--- config.mk ---
export PLATFORM = sky130hd
export DESIGN_NAME = iommu_cdw
export DESIGN_NICKNAME = d
export VERILOG_FILES = /design/src/verilog/cdw_pkg.sv /design/src/verilog/ddt_walk_ptr.sv /design/src/verilog/dc_assembler.sv /design/src/verilog/ddt_entry_check.sv /design/src/verilog/cdw_ctrl.sv /design/src/verilog/iommu_cdw.sv
export SDC_FILE = /design/constraint.sdc
export NUM_CORES = 1
export LEC_CHECK = 0
export BUFFER_PORTS_ARGS = -buffer_cell sky130_fd_sc_hd__clkbuf_2
export CAP_MARGIN = 0
export CORE_MARGIN = 10
export CORE_UTILIZATION = 30
export DETAILED_ROUTE_END_ITERATION = 10
export SYNTH_ARGS = -nofsm -noshare
export SYNTH_HDL_FRONTEND = slang
export SYNTH_SLANG_ARGS = --single-unit
--- constraint.sdc ---
create_clock -name clk_i -period 7.72 [get_ports clk_i]
set_input_delay 1.158 -clock clk_i [delete_from_list [all_inputs] [get_ports clk_i]]
set_output_delay 1.158 -clock clk_i [all_outputs]
set_load 0.005 [all_outputs]
--- src/verilog/cdw_pkg.sv ---
`default_nettype none

package cdw_pkg;

    // --------------------
    // Widths
    // --------------------
    localparam int unsigned PLEN    = 56;
    localparam int unsigned PPN_W   = 44;
    localparam int unsigned DID_W   = 24;
    localparam int unsigned CAUSE_W = 12;
    localparam int unsigned DW_W    = 64;

    // Device context is four doublewords in base format
    localparam int unsigned DC_BEATS  = 4;
    localparam int unsigned DC_BEAT_W = 2;

    // --------------------
    // Fault causes
    // --------------------
    localparam logic [CAUSE_W-1:0] CAUSE_DDT_INVALID   = 12'd258;
    localparam logic [CAUSE_W-1:0] CAUSE_DDT_MISCONFIG = 12'd259;
    localparam logic [CAUSE_W-1:0] CAUSE_DDT_CORRUPT   = 12'd268;

    // ddtp.MODE values that select a walk depth
    // Off and bare never walk
    localparam logic [3:0] MODE_1LVL = 4'd2;
    localparam logic [3:0] MODE_2LVL = 4'd3;
    localparam logic [3:0] MODE_3LVL = 4'd4;

    // iohgatp.MODE values we accept
    localparam logic [3:0] HG_BARE   = 4'd0;
    localparam logic [3:0] HG_SV39X4 = 4'd8;
    localparam logic [3:0] HG_SV48X4 = 4'd9;
    localparam logic [3:0] HG_SV57X4 = 4'd10;

    // --------------------
    // Table entry layouts
    // --------------------
    // Non-leaf DDT entry
    typedef struct packed {
        logic [9:0]       reserved_hi;
        logic [PPN_W-1:0] ppn;
        logic [8:0]       reserved_lo;
        logic             v;
    } nl_entry_t;

    // DC doubleword 0, translation control
    typedef struct packed {
        logic [59:0] reserved;
        logic        sbe;
        logic        t2gpa;
        logic        en_ats;
        logic        v;
    } dc_tc_t;

    // DC doubleword 1, second-stage root
    typedef struct packed {
        logic [3:0]       mode;
        logic [15:0]      gscid;
        logic [PPN_W-1:0] ppn;
    } dc_iohgatp_t;

    // DC doubleword 2, only the low reserved field is checked
    typedef struct packed {
        logic [51:0] other;
        logic [11:0] reserved;
    } dc_ta_t;

    // DC doubleword 3, first-stage context
    typedef struct packed {
        logic [3:0]       mode;
        logic [15:0]      reserved;
        logic [PPN_W-1:0] ppn;
    } dc_fsc_t;

    typedef struct packed {
        dc_tc_t      tc;
        dc_iohgatp_t iohgatp;
        dc_ta_t      ta;
        dc_fsc_t     fsc;
    } dc_t;

    // Capability and feature-control bits used by the checks
    typedef struct packed {
        logic sv39x4;
        logic sv48x4;
        logic sv57x4;
        logic fctl_be;
    } caps_t;

    // --------------------
    // Ports
    // --------------------
    typedef struct packed {
        logic            ar_valid;
        logic [PLEN-1:0] ar_addr;
        logic [1:0]      ar_len;
        logic            r_ready;
    } mem_req_t;

    typedef struct packed {
        logic            ar_ready;
        logic            r_valid;
        logic [DW_W-1:0] r_data;
        logic            r_last;
        logic            r_err;
    } mem_resp_t;

    typedef struct packed {
        logic [DID_W-1:0] did;
        dc_t              dc;
    } cdw_update_t;

endpackage

`default_nettype wire

--- src/verilog/ddt_walk_ptr.sv ---
`default_nettype none

module ddt_walk_ptr (
    input  wire logic                       clk_i,
    input  wire logic                       rst_ni,
    input  wire logic                       start_i,
    input  wire logic                       step_i,
    input  wire logic [cdw_pkg::DID_W-1:0]  did_i,
    input  wire logic [cdw_pkg::PPN_W-1:0]  ddtp_ppn_i,
    input  wire logic [3:0]                 ddtp_mode_i,
    input  wire logic [cdw_pkg::PPN_W-1:0]  nl_ppn_i,
    output logic      [cdw_pkg::PLEN-1:0]   pptr_o,
    output logic                            last_lvl_o,
    output logic      [cdw_pkg::DID_W-1:0]  did_o
);

    // Levels count down 3, 2, 1 and level one holds the device context
    logic [1:0]                lvl_q, lvl_n;
    logic [cdw_pkg::DID_W-1:0] did_q, did_sel;
    logic [cdw_pkg::PPN_W-1:0] base_ppn;
    logic [11:0]               offset;

    always_comb begin
        // Start takes the fresh request, step reuses the latched one
        did_sel  = start_i ? did_i : did_q;
        base_ppn = start_i ? ddtp_ppn_i : nl_ppn_i;
        if (start_i) begin
            case (ddtp_mode_i)
                cdw_pkg::MODE_3LVL: lvl_n = 2'd3;
                cdw_pkg::MODE_2LVL: lvl_n = 2'd2;
                default:            lvl_n = 2'd1;
            endcase
        end else begin
            lvl_n = lvl_q - 2'd1;
        end
        // Device ID slice for the level about to be read
        case (lvl_n)
            2'd3:    offset = {1'b0, did_sel[23:16], 3'b000};
            2'd2:    offset = {did_sel[15:7], 3'b000};
            default: offset = {did_sel[6:0], 5'b00000};
        endcase
    end

    always_ff @(posedge clk_i or negedge rst_ni) begin
        if (!rst_ni) begin
            lvl_q  <= 2'd1;
            did_q  <= '0;
            pptr_o <= '0;
        end else if (start_i || step_i) begin
            lvl_q  <= lvl_n;
            did_q  <= did_sel;
            pptr_o <= {base_ppn, offset};
        end
    end

    assign last_lvl_o = (lvl_q == 2'd1);
    assign did_o      = did_q;

endmodule

`default_nettype wire

--- src/verilog/dc_assembler.sv ---
`default_nettype none

module dc_assembler (
    input  wire logic                          clk_i,
    input  wire logic                          rst_ni,
    input  wire logic                          clear_i,
    input  wire logic                          capture_i,
    input  wire logic [cdw_pkg::DW_W-1:0]      beat_data_i,
    output logic      [cdw_pkg::DC_BEAT_W-1:0] beat_idx_o,
    output cdw_pkg::dc_t                       dc_o
);

    logic [cdw_pkg::DC_BEAT_W-1:0] beat_q;
    cdw_pkg::dc_t                  dc_q;

    // Beat counter, wraps after the fourth doubleword
    always_ff @(posedge clk_i or negedge rst_ni) begin
        if (!rst_ni) begin
            beat_q <= '0;
        end else if (clear_i) begin
            beat_q <= '0;
        end else if (capture_i) begin
            beat_q <= beat_q + 1'b1;
        end
    end

    // Context store, the beat index picks the field
    always_ff @(posedge clk_i) begin
        if (capture_i) begin
            case (beat_q)
                2'd0:    dc_q.tc      <= cdw_pkg::dc_tc_t'(beat_data_i);
                2'd1:    dc_q.iohgatp <= cdw_pkg::dc_iohgatp_t'(beat_data_i);
                2'd2:    dc_q.ta      <= cdw_pkg::dc_ta_t'(beat_data_i);
                default: dc_q.fsc     <= cdw_pkg::dc_fsc_t'(beat_data_i);
            endcase
        end
    end

    assign beat_idx_o = beat_q;
    // Also feeds tc back to the checker for the iohgatp beat
    assign dc_o       = dc_q;

endmodule

`default_nettype wire

--- src/verilog/ddt_entry_check.sv ---
`default_nettype none

module ddt_entry_check (
    input  wire logic [cdw_pkg::DW_W-1:0]      data_i,
    input  wire logic                          leaf_i,
    input  wire logic [cdw_pkg::DC_BEAT_W-1:0] beat_idx_i,
    input  wire cdw_pkg::dc_tc_t               tc_i,
    input  wire cdw_pkg::caps_t                caps_i,
    output logic                               fault_o,
    output logic      [cdw_pkg::CAUSE_W-1:0]   cause_o
);

    // Views of the read data, one per layout
    cdw_pkg::nl_entry_t   nl;
    cdw_pkg::dc_tc_t      tc;
    cdw_pkg::dc_iohgatp_t hg;
    cdw_pkg::dc_ta_t      ta;
    cdw_pkg::dc_fsc_t     fsc;

    logic invalid;
    logic misconfig;
    logic hg_mode_ok;
    logic hg_cap_ok;

    assign nl  = cdw_pkg::nl_entry_t'(data_i);
    assign tc  = cdw_pkg::dc_tc_t'(data_i);
    assign hg  = cdw_pkg::dc_iohgatp_t'(data_i);
    assign ta  = cdw_pkg::dc_ta_t'(data_i);
    assign fsc = cdw_pkg::dc_fsc_t'(data_i);

    // --------------------
    // iohgatp mode support
    // --------------------
    assign hg_mode_ok = (hg.mode == cdw_pkg::HG_BARE)   || (hg.mode == cdw_pkg::HG_SV39X4) ||
                        (hg.mode == cdw_pkg::HG_SV48X4) || (hg.mode == cdw_pkg::HG_SV57X4);

    // GXL is zero, so only the x4 capabilities matter
    assign hg_cap_ok = !((hg.mode == cdw_pkg::HG_SV39X4) && !caps_i.sv39x4) &&
                       !((hg.mode == cdw_pkg::HG_SV48X4) && !caps_i.sv48x4) &&
                       !((hg.mode == cdw_pkg::HG_SV57X4) && !caps_i.sv57x4);

    always_comb begin
        invalid   = 1'b0;
        misconfig = 1'b0;
        if (!leaf_i) begin
            // Non-leaf DDT entry
            invalid   = !nl.v;
            misconfig = (|nl.reserved_hi) || (|nl.reserved_lo);
        end else begin
            case (beat_idx_i)
                2'd0: begin
                    invalid   = !tc.v;
                    misconfig = (|tc.reserved) || (tc.t2gpa && !tc.en_ats) ||
                                (tc.sbe != caps_i.fctl_be);
                end
                2'd1: begin
                    // tc was stored on the previous beat
                    misconfig = !hg_mode_ok || !hg_cap_ok ||
                                ((hg.mode == cdw_pkg::HG_BARE) && tc_i.t2gpa);
                end
                2'd2:    misconfig = |ta.reserved;
                default: misconfig = |fsc.reserved;
            endcase
        end
    end

    // Not-valid wins over misconfigured, as V is checked first
    assign fault_o = invalid || misconfig;
    assign cause_o = invalid ? cdw_pkg::CAUSE_DDT_INVALID : cdw_pkg::CAUSE_DDT_MISCONFIG;

endmodule

`default_nettype wire

--- src/verilog/cdw_ctrl.sv ---
`default_nettype none

module cdw_ctrl (
    input  wire logic                          clk_i,
    input  wire logic                          rst_ni,
    input  wire logic                          ddtc_access_i,
    input  wire logic                          ddtc_hit_i,
    input  wire logic [3:0]                    ddtp_mode_i,
    input  wire cdw_pkg::mem_resp_t            mem_resp_i,
    input  wire logic                          fault_i,
    input  wire logic [cdw_pkg::CAUSE_W-1:0]   cause_i,
    input  wire logic                          last_lvl_i,
    input  wire logic [cdw_pkg::DC_BEAT_W-1:0] beat_idx_i,
    output logic                               start_o,
    output logic                               step_o,
    output logic                               clear_o,
    output logic                               capture_o,
    output logic                               leaf_o,
    output logic                               ar_valid_o,
    output logic      [1:0]                    ar_len_o,
    output logic                               r_ready_o,
    output logic                               cdw_active_o,
    output logic                               cdw_error_o,
    output logic      [cdw_pkg::CAUSE_W-1:0]   cause_o,
    output logic                               update_valid_o
);

    typedef enum logic [2:0] {
        IDLE,
        ADDR,
        NON_LEAF,
        LEAF,
        DRAIN,
        ERROR
    } state_t;

    state_t                       state_q, state_n;
    logic [cdw_pkg::CAUSE_W-1:0]  cause_q, cause_n;
    logic                         update_q, update_n;
    logic                         walk_mode;
    logic                         beat_ok;
    logic                         last_beat;

    assign walk_mode = (ddtp_mode_i == cdw_pkg::MODE_1LVL) ||
                       (ddtp_mode_i == cdw_pkg::MODE_2LVL) ||
                       (ddtp_mode_i == cdw_pkg::MODE_3LVL);

    // Accepted beat, and whether it closes the device context
    assign beat_ok   = mem_resp_i.r_valid && r_ready_o;
    assign last_beat = (beat_idx_i == cdw_pkg::DC_BEAT_W'(cdw_pkg::DC_BEATS - 1));

    // Read length: one beat for a directory entry, a full DC at the leaf
    assign ar_len_o = last_lvl_i ? 2'(cdw_pkg::DC_BEATS - 1) : 2'd0;

    // --------------------
    // Next state
    // --------------------
    always_comb begin
        state_n    = state_q;
        cause_n    = cause_q;
        update_n   = 1'b0;
        start_o    = 1'b0;
        step_o     = 1'b0;
        capture_o  = 1'b0;
        ar_valid_o = 1'b0;
        r_ready_o  = 1'b0;

        case (state_q)
            IDLE: begin
                // DDTC miss in a walking mode
                if (ddtc_access_i && !ddtc_hit_i && walk_mode) begin
                    start_o = 1'b1;
                    state_n = ADDR;
                end
            end
            ADDR: begin
                // Held until the memory takes the address
                ar_valid_o = 1'b1;
                if (mem_resp_i.ar_ready) begin
                    state_n = last_lvl_i ? LEAF : NON_LEAF;
                end
            end
            NON_LEAF: begin
                r_ready_o = 1'b1;
                if (mem_resp_i.r_valid) begin
                    if (mem_resp_i.r_err) begin
                        cause_n = cdw_pkg::CAUSE_DDT_CORRUPT;
                        state_n = ERROR;
                    end else if (fault_i) begin
                        cause_n = cause_i;
                        state_n = ERROR;
                    end else begin
                        // Pointer moves down one level, then read again
                        step_o  = 1'b1;
                        state_n = ADDR;
                    end
                end
            end
            LEAF: begin
                r_ready_o = 1'b1;
                if (beat_ok) begin
                    capture_o = 1'b1;
                    if (mem_resp_i.r_err || fault_i) begin
                        cause_n = mem_resp_i.r_err ? cdw_pkg::CAUSE_DDT_CORRUPT : cause_i;
                        // Rest of the burst must be consumed first
                        state_n = last_beat ? ERROR : DRAIN;
                    end else if (last_beat) begin
                        update_n = 1'b1;
                        state_n  = IDLE;
                    end
                end
            end
            DRAIN: begin
                r_ready_o = 1'b1;
                if (mem_resp_i.r_valid && mem_resp_i.r_last) begin
                    state_n = ERROR;
                end
            end
            ERROR: begin
                // One-cycle error pulse
                state_n = IDLE;
            end
            default: begin
                state_n = IDLE;
            end
        endcase
    end

    always_ff @(posedge clk_i or negedge rst_ni) begin
        if (!rst_ni) begin
            state_q  <= IDLE;
            cause_q  <= '0;
            update_q <= 1'b0;
        end else begin
            state_q  <= state_n;
            cause_q  <= cause_n;
            update_q <= update_n;
        end
    end

    // --------------------
    // Outputs
    // --------------------
    assign clear_o        = start_o;
    assign leaf_o         = (state_q == LEAF);
    // Drops when the closing update or error pulse appears
    assign cdw_active_o   = (state_q != IDLE) && (state_q != ERROR);
    assign cdw_error_o    = (state_q == ERROR);
    assign cause_o        = cause_q;
    assign update_valid_o = update_q;

endmodule

`default_nettype wire

--- src/verilog/iommu_cdw.sv ---
`default_nettype none

module iommu_cdw (
    input  wire logic                        clk_i,
    input  wire logic                        rst_ni,
    input  wire logic                        ddtc_access_i,
    input  wire logic                        ddtc_hit_i,
    input  wire logic [cdw_pkg::DID_W-1:0]   req_did_i,
    input  wire logic [cdw_pkg::PPN_W-1:0]   ddtp_ppn_i,
    input  wire logic [3:0]                  ddtp_mode_i,
    input  wire cdw_pkg::caps_t              caps_i,
    input  wire cdw_pkg::mem_resp_t          mem_resp_i,
    output cdw_pkg::mem_req_t                mem_req_o,
    output logic                             cdw_active_o,
    output logic                             cdw_error_o,
    output logic      [cdw_pkg::CAUSE_W-1:0] cause_code_o,
    output logic                             update_valid_o,
    output cdw_pkg::cdw_update_t             update_o
);

    logic                          start, step, clear, capture, leaf;
    logic                          fault, last_lvl;
    logic [cdw_pkg::CAUSE_W-1:0]   chk_cause;
    logic [cdw_pkg::DC_BEAT_W-1:0] beat_idx;
    logic [cdw_pkg::PLEN-1:0]      pptr;
    logic [cdw_pkg::DID_W-1:0]     did;
    cdw_pkg::dc_t                  dc;
    cdw_pkg::nl_entry_t            nl;

    // Read data seen as a directory entry for the next pointer
    assign nl = cdw_pkg::nl_entry_t'(mem_resp_i.r_data);

    cdw_ctrl u_ctrl (
        .clk_i          (clk_i),
        .rst_ni         (rst_ni),
        .ddtc_access_i  (ddtc_access_i),
        .ddtc_hit_i     (ddtc_hit_i),
        .ddtp_mode_i    (ddtp_mode_i),
        .mem_resp_i     (mem_resp_i),
        .fault_i        (fault),
        .cause_i        (chk_cause),
        .last_lvl_i     (last_lvl),
        .beat_idx_i     (beat_idx),
        .start_o        (start),
        .step_o         (step),
        .clear_o        (clear),
        .capture_o      (capture),
        .leaf_o         (leaf),
        .ar_valid_o     (mem_req_o.ar_valid),
        .ar_len_o       (mem_req_o.ar_len),
        .r_ready_o      (mem_req_o.r_ready),
        .cdw_active_o   (cdw_active_o),
        .cdw_error_o    (cdw_error_o),
        .cause_o        (cause_code_o),
        .update_valid_o (update_valid_o)
    );

    ddt_walk_ptr u_ptr (
        .clk_i       (clk_i),
        .rst_ni      (rst_ni),
        .start_i     (start),
        .step_i      (step),
        .did_i       (req_did_i),
        .ddtp_ppn_i  (ddtp_ppn_i),
        .ddtp_mode_i (ddtp_mode_i),
        .nl_ppn_i    (nl.ppn),
        .pptr_o      (pptr),
        .last_lvl_o  (last_lvl),
        .did_o       (did)
    );

    dc_assembler u_asm (
        .clk_i       (clk_i),
        .rst_ni      (rst_ni),
        .clear_i     (clear),
        .capture_i   (capture),
        .beat_data_i (mem_resp_i.r_data),
        .beat_idx_o  (beat_idx),
        .dc_o        (dc)
    );

    ddt_entry_check u_chk (
        .data_i     (mem_resp_i.r_data),
        .leaf_i     (leaf),
        .beat_idx_i (beat_idx),
        .tc_i       (dc.tc),
        .caps_i     (caps_i),
        .fault_o    (fault),
        .cause_o    (chk_cause)
    );

    assign mem_req_o.ar_addr = pptr;
    assign update_o.did      = did;
    assign update_o.dc       = dc;

endmodule

`default_nettype wire

==> run_results.csv, run 1 <==
group,metric,value,unit
status,outcome,"finished, final reports clean",
yosys,synth_ff_type,"edfxtp_1",
floorplan,die_area,0.04995,sq mm
yosys,synth_cells,738,
flow_run,cap_violations,0,
worst_setup_path,worst-path-stages,7,
power_and_ir_drop,finalPower,4932,uW
yosys,syn_area_per_cell,16.83,sq um
placed_design,place_ws,3674,ps
floorplan,fp.dieH,223.5,microns
worst_setup_path,crit_buf_inv,2,
yosys,synth-edff-count,256,
yosys,synthArstFlopShare,25.80,%
sta,period_share,44.87,%
clock_network,clockBufferDepth,3,
yosys,synthTopCellsByArea,"edfxtp_1 62%, dfrtp_1 18%, mux2_2 3.4%",
yosys,synth_area,0.01242,sq mm
power_and_ir_drop,cellPowerDensity,296.3,mW/mm^2
clock_network,hold_buffers,0,
detailed_routing,drcViolationCount,0,
worst_setup_path,arrival,3880,ps
layout,drive_gt1_share,47.50,%
worst_setup_path,timing.rr.start,"u_ctrl.state_q[1]",
yosys,yosys_warnings,0,
clock_network,htreeDepth,2,
detailed_routing,post_drt_via_cell_ratio,4.695,
sta,relSlewSlack,38.53,%
yosys,yosysSeqAreaShare,79.82,%
yosys,ys_seq_elements,345,
clock_network,clock_sinks,345,
placed_design,port_buffers,492,
worst_setup_path,path_cells,"clkbuf_2 > nor4_1 > nand3_1 > nor4b_4 > buf_4 > or2_2 > mux2_2",
layout,areaGrowthSynthToFinish,33.99,%
worst_setup_path,cpPeakStageDelay,770,ps
clock_network,cts_setup_buffers,0,
worst_setup_path,cp_slowest_cell,"nor4_1",
detailed_routing,drt_iter0_markers,709,
worst_setup_path,crit_required,8130,ps
worst_setup_path,endpoint_kind,"register",
min_path,min-delay-start,"u_ptr.pptr_o[36]",
global_routing,grt_pass1_wl,62140,microns
sta,hold-worst-slack,472.7,ps
global_routing,grt_start_max_net_pins,64,
min_path,whs_endpoint,"u_ptr.pptr_o[36]",
detailed_routing,totalWireLength,43050,microns
clock_network,cts_tree,"built",
power_and_ir_drop,leakage,0.007118,uW
placed_design,post-dp-hpwl,32200,microns
worst_setup_path,cp_max_fo,25,
global_routing,antenna_found_initial,0,
detailed_routing,vias,8503,
sta,rsz0062_at_grt,"false",
worst_setup_path,start_kind,"input pin",
min_path,holdPathStages,2,
placed_design,place_congestion,0.8045,
worst_setup_path,reg2reg_slack,4380,ps
yosys,yosysTopAreaCellShare,61.89,%
sta,drv_slew,0,
sta,setup_viol,0,
clock_network,cts-root-buf,"clkbuf_16",
min_path,hold_class,"register to register",
power_and_ir_drop,ir_worst_vdd,0.1773,mV
worst_setup_path,crit_family,"simple AND/OR/NAND/NOR gates",
global_routing,grt_overflow,0,
sta,finalSetupTns,0,ps
sta,max_freq,288.7,MHz
worst_setup_path,worstRegToRegCells,5,
global_routing,grt_pass1_vias,8962,
sta,period_minus_slack,3464,ps
clock_network,clock_latency,530,ps
yosys,yosysTopAreaCell,"edfxtp_1",
sta,fin_skew,12.03,ps
clock_network,numCtsBuffers,38,
global_routing,grtUsageTotal,16.44,%
worst_setup_path,criticalPathCategory,"input pin to register",
detailed_routing,dr.pass1.iters,5,
floorplan,chipWidth,223.5,microns
yosys,synth.distinct_cells,52,
worst_setup_path,r2r_end,"u_asm.dc_o[41]",
sta,tightest_slew,922.1,ps
clock_network,path_clk_slew,60,ps
clock_network,ctsResizeCount,0,
floorplan,initial_core_util,30.35,%
detailed_routing,drtAntennaViolNets,0,
floorplan,core_area,0.04092,sq mm
floorplan,std_cell_rows,74,
sta,finalHoldViolations,0,
floorplan,ios,503,
sta,setup_ws,4256,ps
detailed_routing,wl_per_cell,23.77,microns
layout,layout.nets,1404,
## logic make-up after synthesis
kind of cell    after synthesis  synth area share (%)
flops                       345                 79.82
simple gates                188                 7.121
compound gates               93                 5.349
mux                          54                 4.734
buf+inv                      49                 2.196
fa+ha+maj                     6                0.6043
xor+xnor                      2                0.1410
other cells                   1               0.03019
## stage by stage
| stage | cells | utilization (%) | cell area (sq um) |
|---|---|---|---|
| floorplan | 747 | - | 12460 |
| global placement | 1742 | 37.79 | 15460 |
| detailed placement | 1742 | 37.79 | 15460 |
| CTS | 1810 | 40.67 | 16640 |
| global route | 1810 | 40.67 | 16640 |
| finish | 1811 | 40.67 | 16640 |
## flip-flops by register name, summed over array words and instances (netlist names)
register / cells
u_asm.dc_o: 256
u_ptr.pptr_o: 53
u_ptr.did_o: 24
u_ctrl.cause_o: 4
u_ctrl.state_q: 3
u_asm.beat_idx_o: 2
u_ptr.lvl_q: 2
u_ctrl.update_valid_o: 1
## cell usage after synthesis, types with 2 or more instances
| cell | number |
|---|---|
| xnor2_1 | 2 |
| ha_1 | 6 |
| a211oi_1 | 6 |
| edfxtp_1 | 256 |
| or3b_1 | 2 |
| nand4_1 | 5 |
| nor2b_1 | 8 |
| nor3_1 | 3 |
| nor2_1 | 26 |
| nand2b_1 | 5 |
| or3_1 | 3 |
| nor4_1 | 15 |
| inv_1 | 8 |
| mux2i_1 | 16 |
| o21ai_0 | 8 |
| o311ai_0 | 2 |
| buf_6 | 2 |
| and3_1 | 5 |
| a21oi_1 | 19 |
| a22oi_1 | 43 |
| buf_4 | 17 |
| buf_2 | 8 |
| nand3_1 | 6 |
| mux2_2 | 38 |
| dfrtp_1 | 88 |
| nand2_1 | 100 |
| clkbuf_1 | 14 |
| nand3b_1 | 3 |
## worst reg2reg max path: stages (launching register included)
cell     delay, ps
dfrtp_1        580
nor2b_1        330
and2_1         480
nand2_1        250
nor2_4         610
buf_4          680
## cell type report
type / count / area [sq um]
Clock buffer: 44 / 1005
Inverter: 8 / 30.03
Tap cell: 532 / 665.6
Multi-Input combinational cell: 353 / 2297
Fill cell: 3826 / 24280
Sequential cell: 345 / 9916
Timing Repair Buffer: 504 / 2555
Clock inverter: 24 / 173.9
Antenna cell: 1 / 2.502
## power by group
| group | internal (uW) | leakage [uW] | switching [uW] | total (uW) |
|---|---|---|---|---|
| combinational | 386 | 0.00312 | 456 | 843 |
| clock | 999 | 0.000565 | 715 | 1710 |
| sequential | 2210 | 0.00343 | 165 | 2380 |
## metal layers
layer	track usage, %	wire (microns)
met1	19.45	16870
met2	27.80	21260
met3	6.106	4153
met4	3.858	769
met5	0	0
## worst max path at each step
stage                      startpoint                to  slack (ps)
floorplan              mem_resp_i[66]     u_asm.dc_o[0]        3020
global placement        mem_resp_i[7]  u_ptr.pptr_o[10]        3830
detailed placement      mem_resp_i[7]   u_ptr.pptr_o[5]        3670
CTS                     mem_resp_i[7]   u_ptr.pptr_o[5]        4250
global route        u_ctrl.state_q[1]    u_asm.dc_o[41]        4060
finish                  mem_resp_i[7]   u_ptr.pptr_o[5]        4260
## cells in the final DEF (no fill, tap or decap), drive strengths merged, types with 2 or more instances in the layout
master,n
a22oi,43
mux2i,16
o311ai,2
nor2b,8
nor3,3
o21ai,8
nand2,100
or3,3
nand3b,3
nand3,6
clkbuf,535
inv,9
nand4,5
xnor2,2
nand2b,5
mux2,38
or3b,2
dfrtp,88
bufinv,2
nor4,15
edfxtp,256
ha,6
clkinvlp,5
a211oi,7
clkinv,16
buf,13
and3,5
conb,10
a21oi,19
nor2,26
Note: power is estimated with default switching activity, not from simulation.
==> run 2, diff against run 1 <==
==> constraint.sdc (replaced) <==
create_clock -name clk_i -period 3.34 [get_ports clk_i]
set_input_delay 0.501 -clock clk_i [delete_from_list [all_inputs] [get_ports clk_i]]
set_output_delay 0.501 -clock clk_i [all_outputs]
set_load 0.005 [all_outputs]
==> run_results.csv, run 2 (synthesis results as in run 1) <==
group,metric,value,unit
global_routing,antenna_found_initial,0,
power_and_ir_drop,leakage,0.007207,uW
detailed_routing,drtAntennaViolNets,0,
layout,diodes,0,
clock_network,clock_latency,540,ps
floorplan,initial_core_util,30.35,%
detailed_routing,drt_iter0_markers,658,
global_routing,use_met2,28.10,%
layout,nFillCells,3814,
worst_setup_path,criticalPathCategory,"register to register",
global_routing,grt_pass1_vias,8810,
sta,setup_viol,0,
global_routing,use_met3,5.544,%
layout,fin_area,0.01681,sq mm
worst_setup_path,worstRegToRegCells,4,
power_and_ir_drop,p_int,8406,uW
worst_setup_path,reg2reg_slack,680,ps
layout,drive_gt1_share,47.67,%
worst_setup_path,r2r_end,"u_asm.dc_o[105]",
sta,drv_slew,0,
layout,regArea,0.009916,sq mm
sta,rsz0062_at_grt,"false",
detailed_routing,totalWireLength,42830,microns
worst_setup_path,startpoint,"u_ctrl.state_q[1]",
sta,finalSetupTns,0,ps
clock_network,clock_sinks,345,
sta,period_share,79.53,%
power_and_ir_drop,swShare,26.68,%
clock_network,cts-root-buf,"clkbuf_16",
worst_setup_path,endpoint_kind,"register",
global_routing,grt_overflow,0,
worst_setup_path,cp_max_fo,47,
power_and_ir_drop,sequentialPowerShare,47.9,%
power_and_ir_drop,pwr-share-comb,16.8,%
floorplan,ios,503,
clock_network,ctsResizeCount,0,
global_routing,grt_busiest_layer,"met2",
clock_network,numCtsBuffers,37,
placed_design,place_congestion,0.8065,
sta,hold-worst-slack,168.4,ps
layout,layout_commonest_cell,"clkbuf_2",
worst_setup_path,arrival,2860,ps
min_path,hold_class,"input pin to register",
placed_design,port_buffers,492,
layout,largest_reg_flops,256,
global_routing,grt_start_max_net_pins,48,
power_and_ir_drop,clkPwrFrac,35.3,%
power_and_ir_drop,finalPower,11460,uW
worst_setup_path,crit_required,3540,ps
layout,areaGrowthSynthToFinish,35.32,%
detailed_routing,dr.pass1.iters,5,
clock_network,htreeDepth,2,
status,outcome,"finished, final reports clean",
placed_design,place_ws,-26.42,ps
power_and_ir_drop,cellPowerDensity,682.0,mW/mm^2
floorplan,core_area,0.04092,sq mm
detailed_routing,vias,8521,
sta,period_minus_slack,2656,ps
clock_network,clockBufferDepth,3,
floorplan,fp.dieH,223.5,microns
worst_setup_path,cp-endpoint,"u_asm.dc_o[105]",
global_routing,use_met1,19.23,%
placed_design,post-dp-hpwl,32450,microns
sta,tightest_slew,794.0,ps
detailed_routing,drcViolationCount,0,
global_routing,grtUsageTotal,16.30,%
sta,relSlewSlack,46.58,%
clock_network,path_clk_slew,60,ps
sta,fin_skew,14.44,ps
sta,finalHoldViolations,0,
placed_design,placed_area,0.01559,sq mm
worst_setup_path,timing.rr.start,"u_ctrl.state_q[1]",
power_and_ir_drop,power.switching,3058,uW
layout,final_cell_mix,"491 x clkbuf_2, 256 x edfxtp_1, 100 x nand2_1",
layout,multi_input_area,0.002297,sq mm
floorplan,die_area,0.04995,sq mm
global_routing,grt_pass1_wl,61390,microns
clock_network,cts_tree,"built",
power_and_ir_drop,ir_worst_vdd,0.6734,mV
flow_run,cap_violations,0,
layout,layout.nets,1413,
detailed_routing,post_drt_via_cell_ratio,4.682,
sta,setup_ws,683.6,ps
detailed_routing,wl_per_cell,23.53,microns
worst_setup_path,start_kind,"register",
floorplan,std_cell_rows,74,
sta,max_freq,376.5,MHz
floorplan,chipWidth,223.5,microns
## run 2: changes by cell type in the layout (fill, tap and decap cells not counted), moves of 4 or more
cell / before / now
clkbuf_1: 4 / 12
clkinv_1: 10 / 4
buf_12: 0 / 5
buf_4: 13 / 17
clkinvlp_4: 5 / 1
## run 2: layout make-up
type                            count  area share (%)
Sequential cell                   345           58.99
Timing Repair Buffer              514           16.03
Multi-Input combinational cell    353           13.67
Clock buffer                       52           6.089
Tap cell                          532           3.960
Clock inverter                     16           1.087
Inverter                            8          0.1786
## run 2: metrics by stage
stage | util [%] | cells
2_1_floorplan | - | 747
3_3_place_gp | 38.10 | 1751
3_5_place_dp | 38.10 | 1751
4_1_cts | 41.08 | 1820
5_1_grt | 41.08 | 1820
6_report | 41.08 | 1820
## run 2: how the worst min path moves through the flow
stage                                 from                   to  cells past startpoint
after floorplan                     rst_ni  u_asm.beat_idx_o[0]                      0
after global placement    u_ptr.pptr_o[55]     u_ptr.pptr_o[55]                      2
after detailed placement  u_ptr.pptr_o[24]     u_ptr.pptr_o[24]                      2
after CTS                   ddtp_ppn_i[42]     u_ptr.pptr_o[54]                      3
after global routing        ddtp_ppn_i[16]     u_ptr.pptr_o[28]                      3
final                       ddtp_ppn_i[42]     u_ptr.pptr_o[54]                      3
## run 2: critical path, stage by stage (launching register included)
cell     delay (ps)
dfrtp_1         600
nor2b_1         320
and2_1          480
and3_4          520
buf_12          340
## run 2: repair_timing
action                    CTS  global route
hold buffers                1             0
setup buffers               0             0
hold endpoints to repair   35             0
## run 2: power groups by stage
stage	logic, uW	registers [uW]	clock network (uW)
floorplan	990	5500	0
global placement	1930	5550	0
detailed placement	1960	5560	0
CTS	1970	5490	4160
global route	2150	5550	4330
finish	1930	5490	4050
## run 2: routing by layer
metal | wire length [microns] | up-vias
met5 | 0 | -
met4 | 660 | 0
met3 | 3876 | 46
met2 | 21680 | 416
met1 | 16610 | 4255
li1 | - | 3804
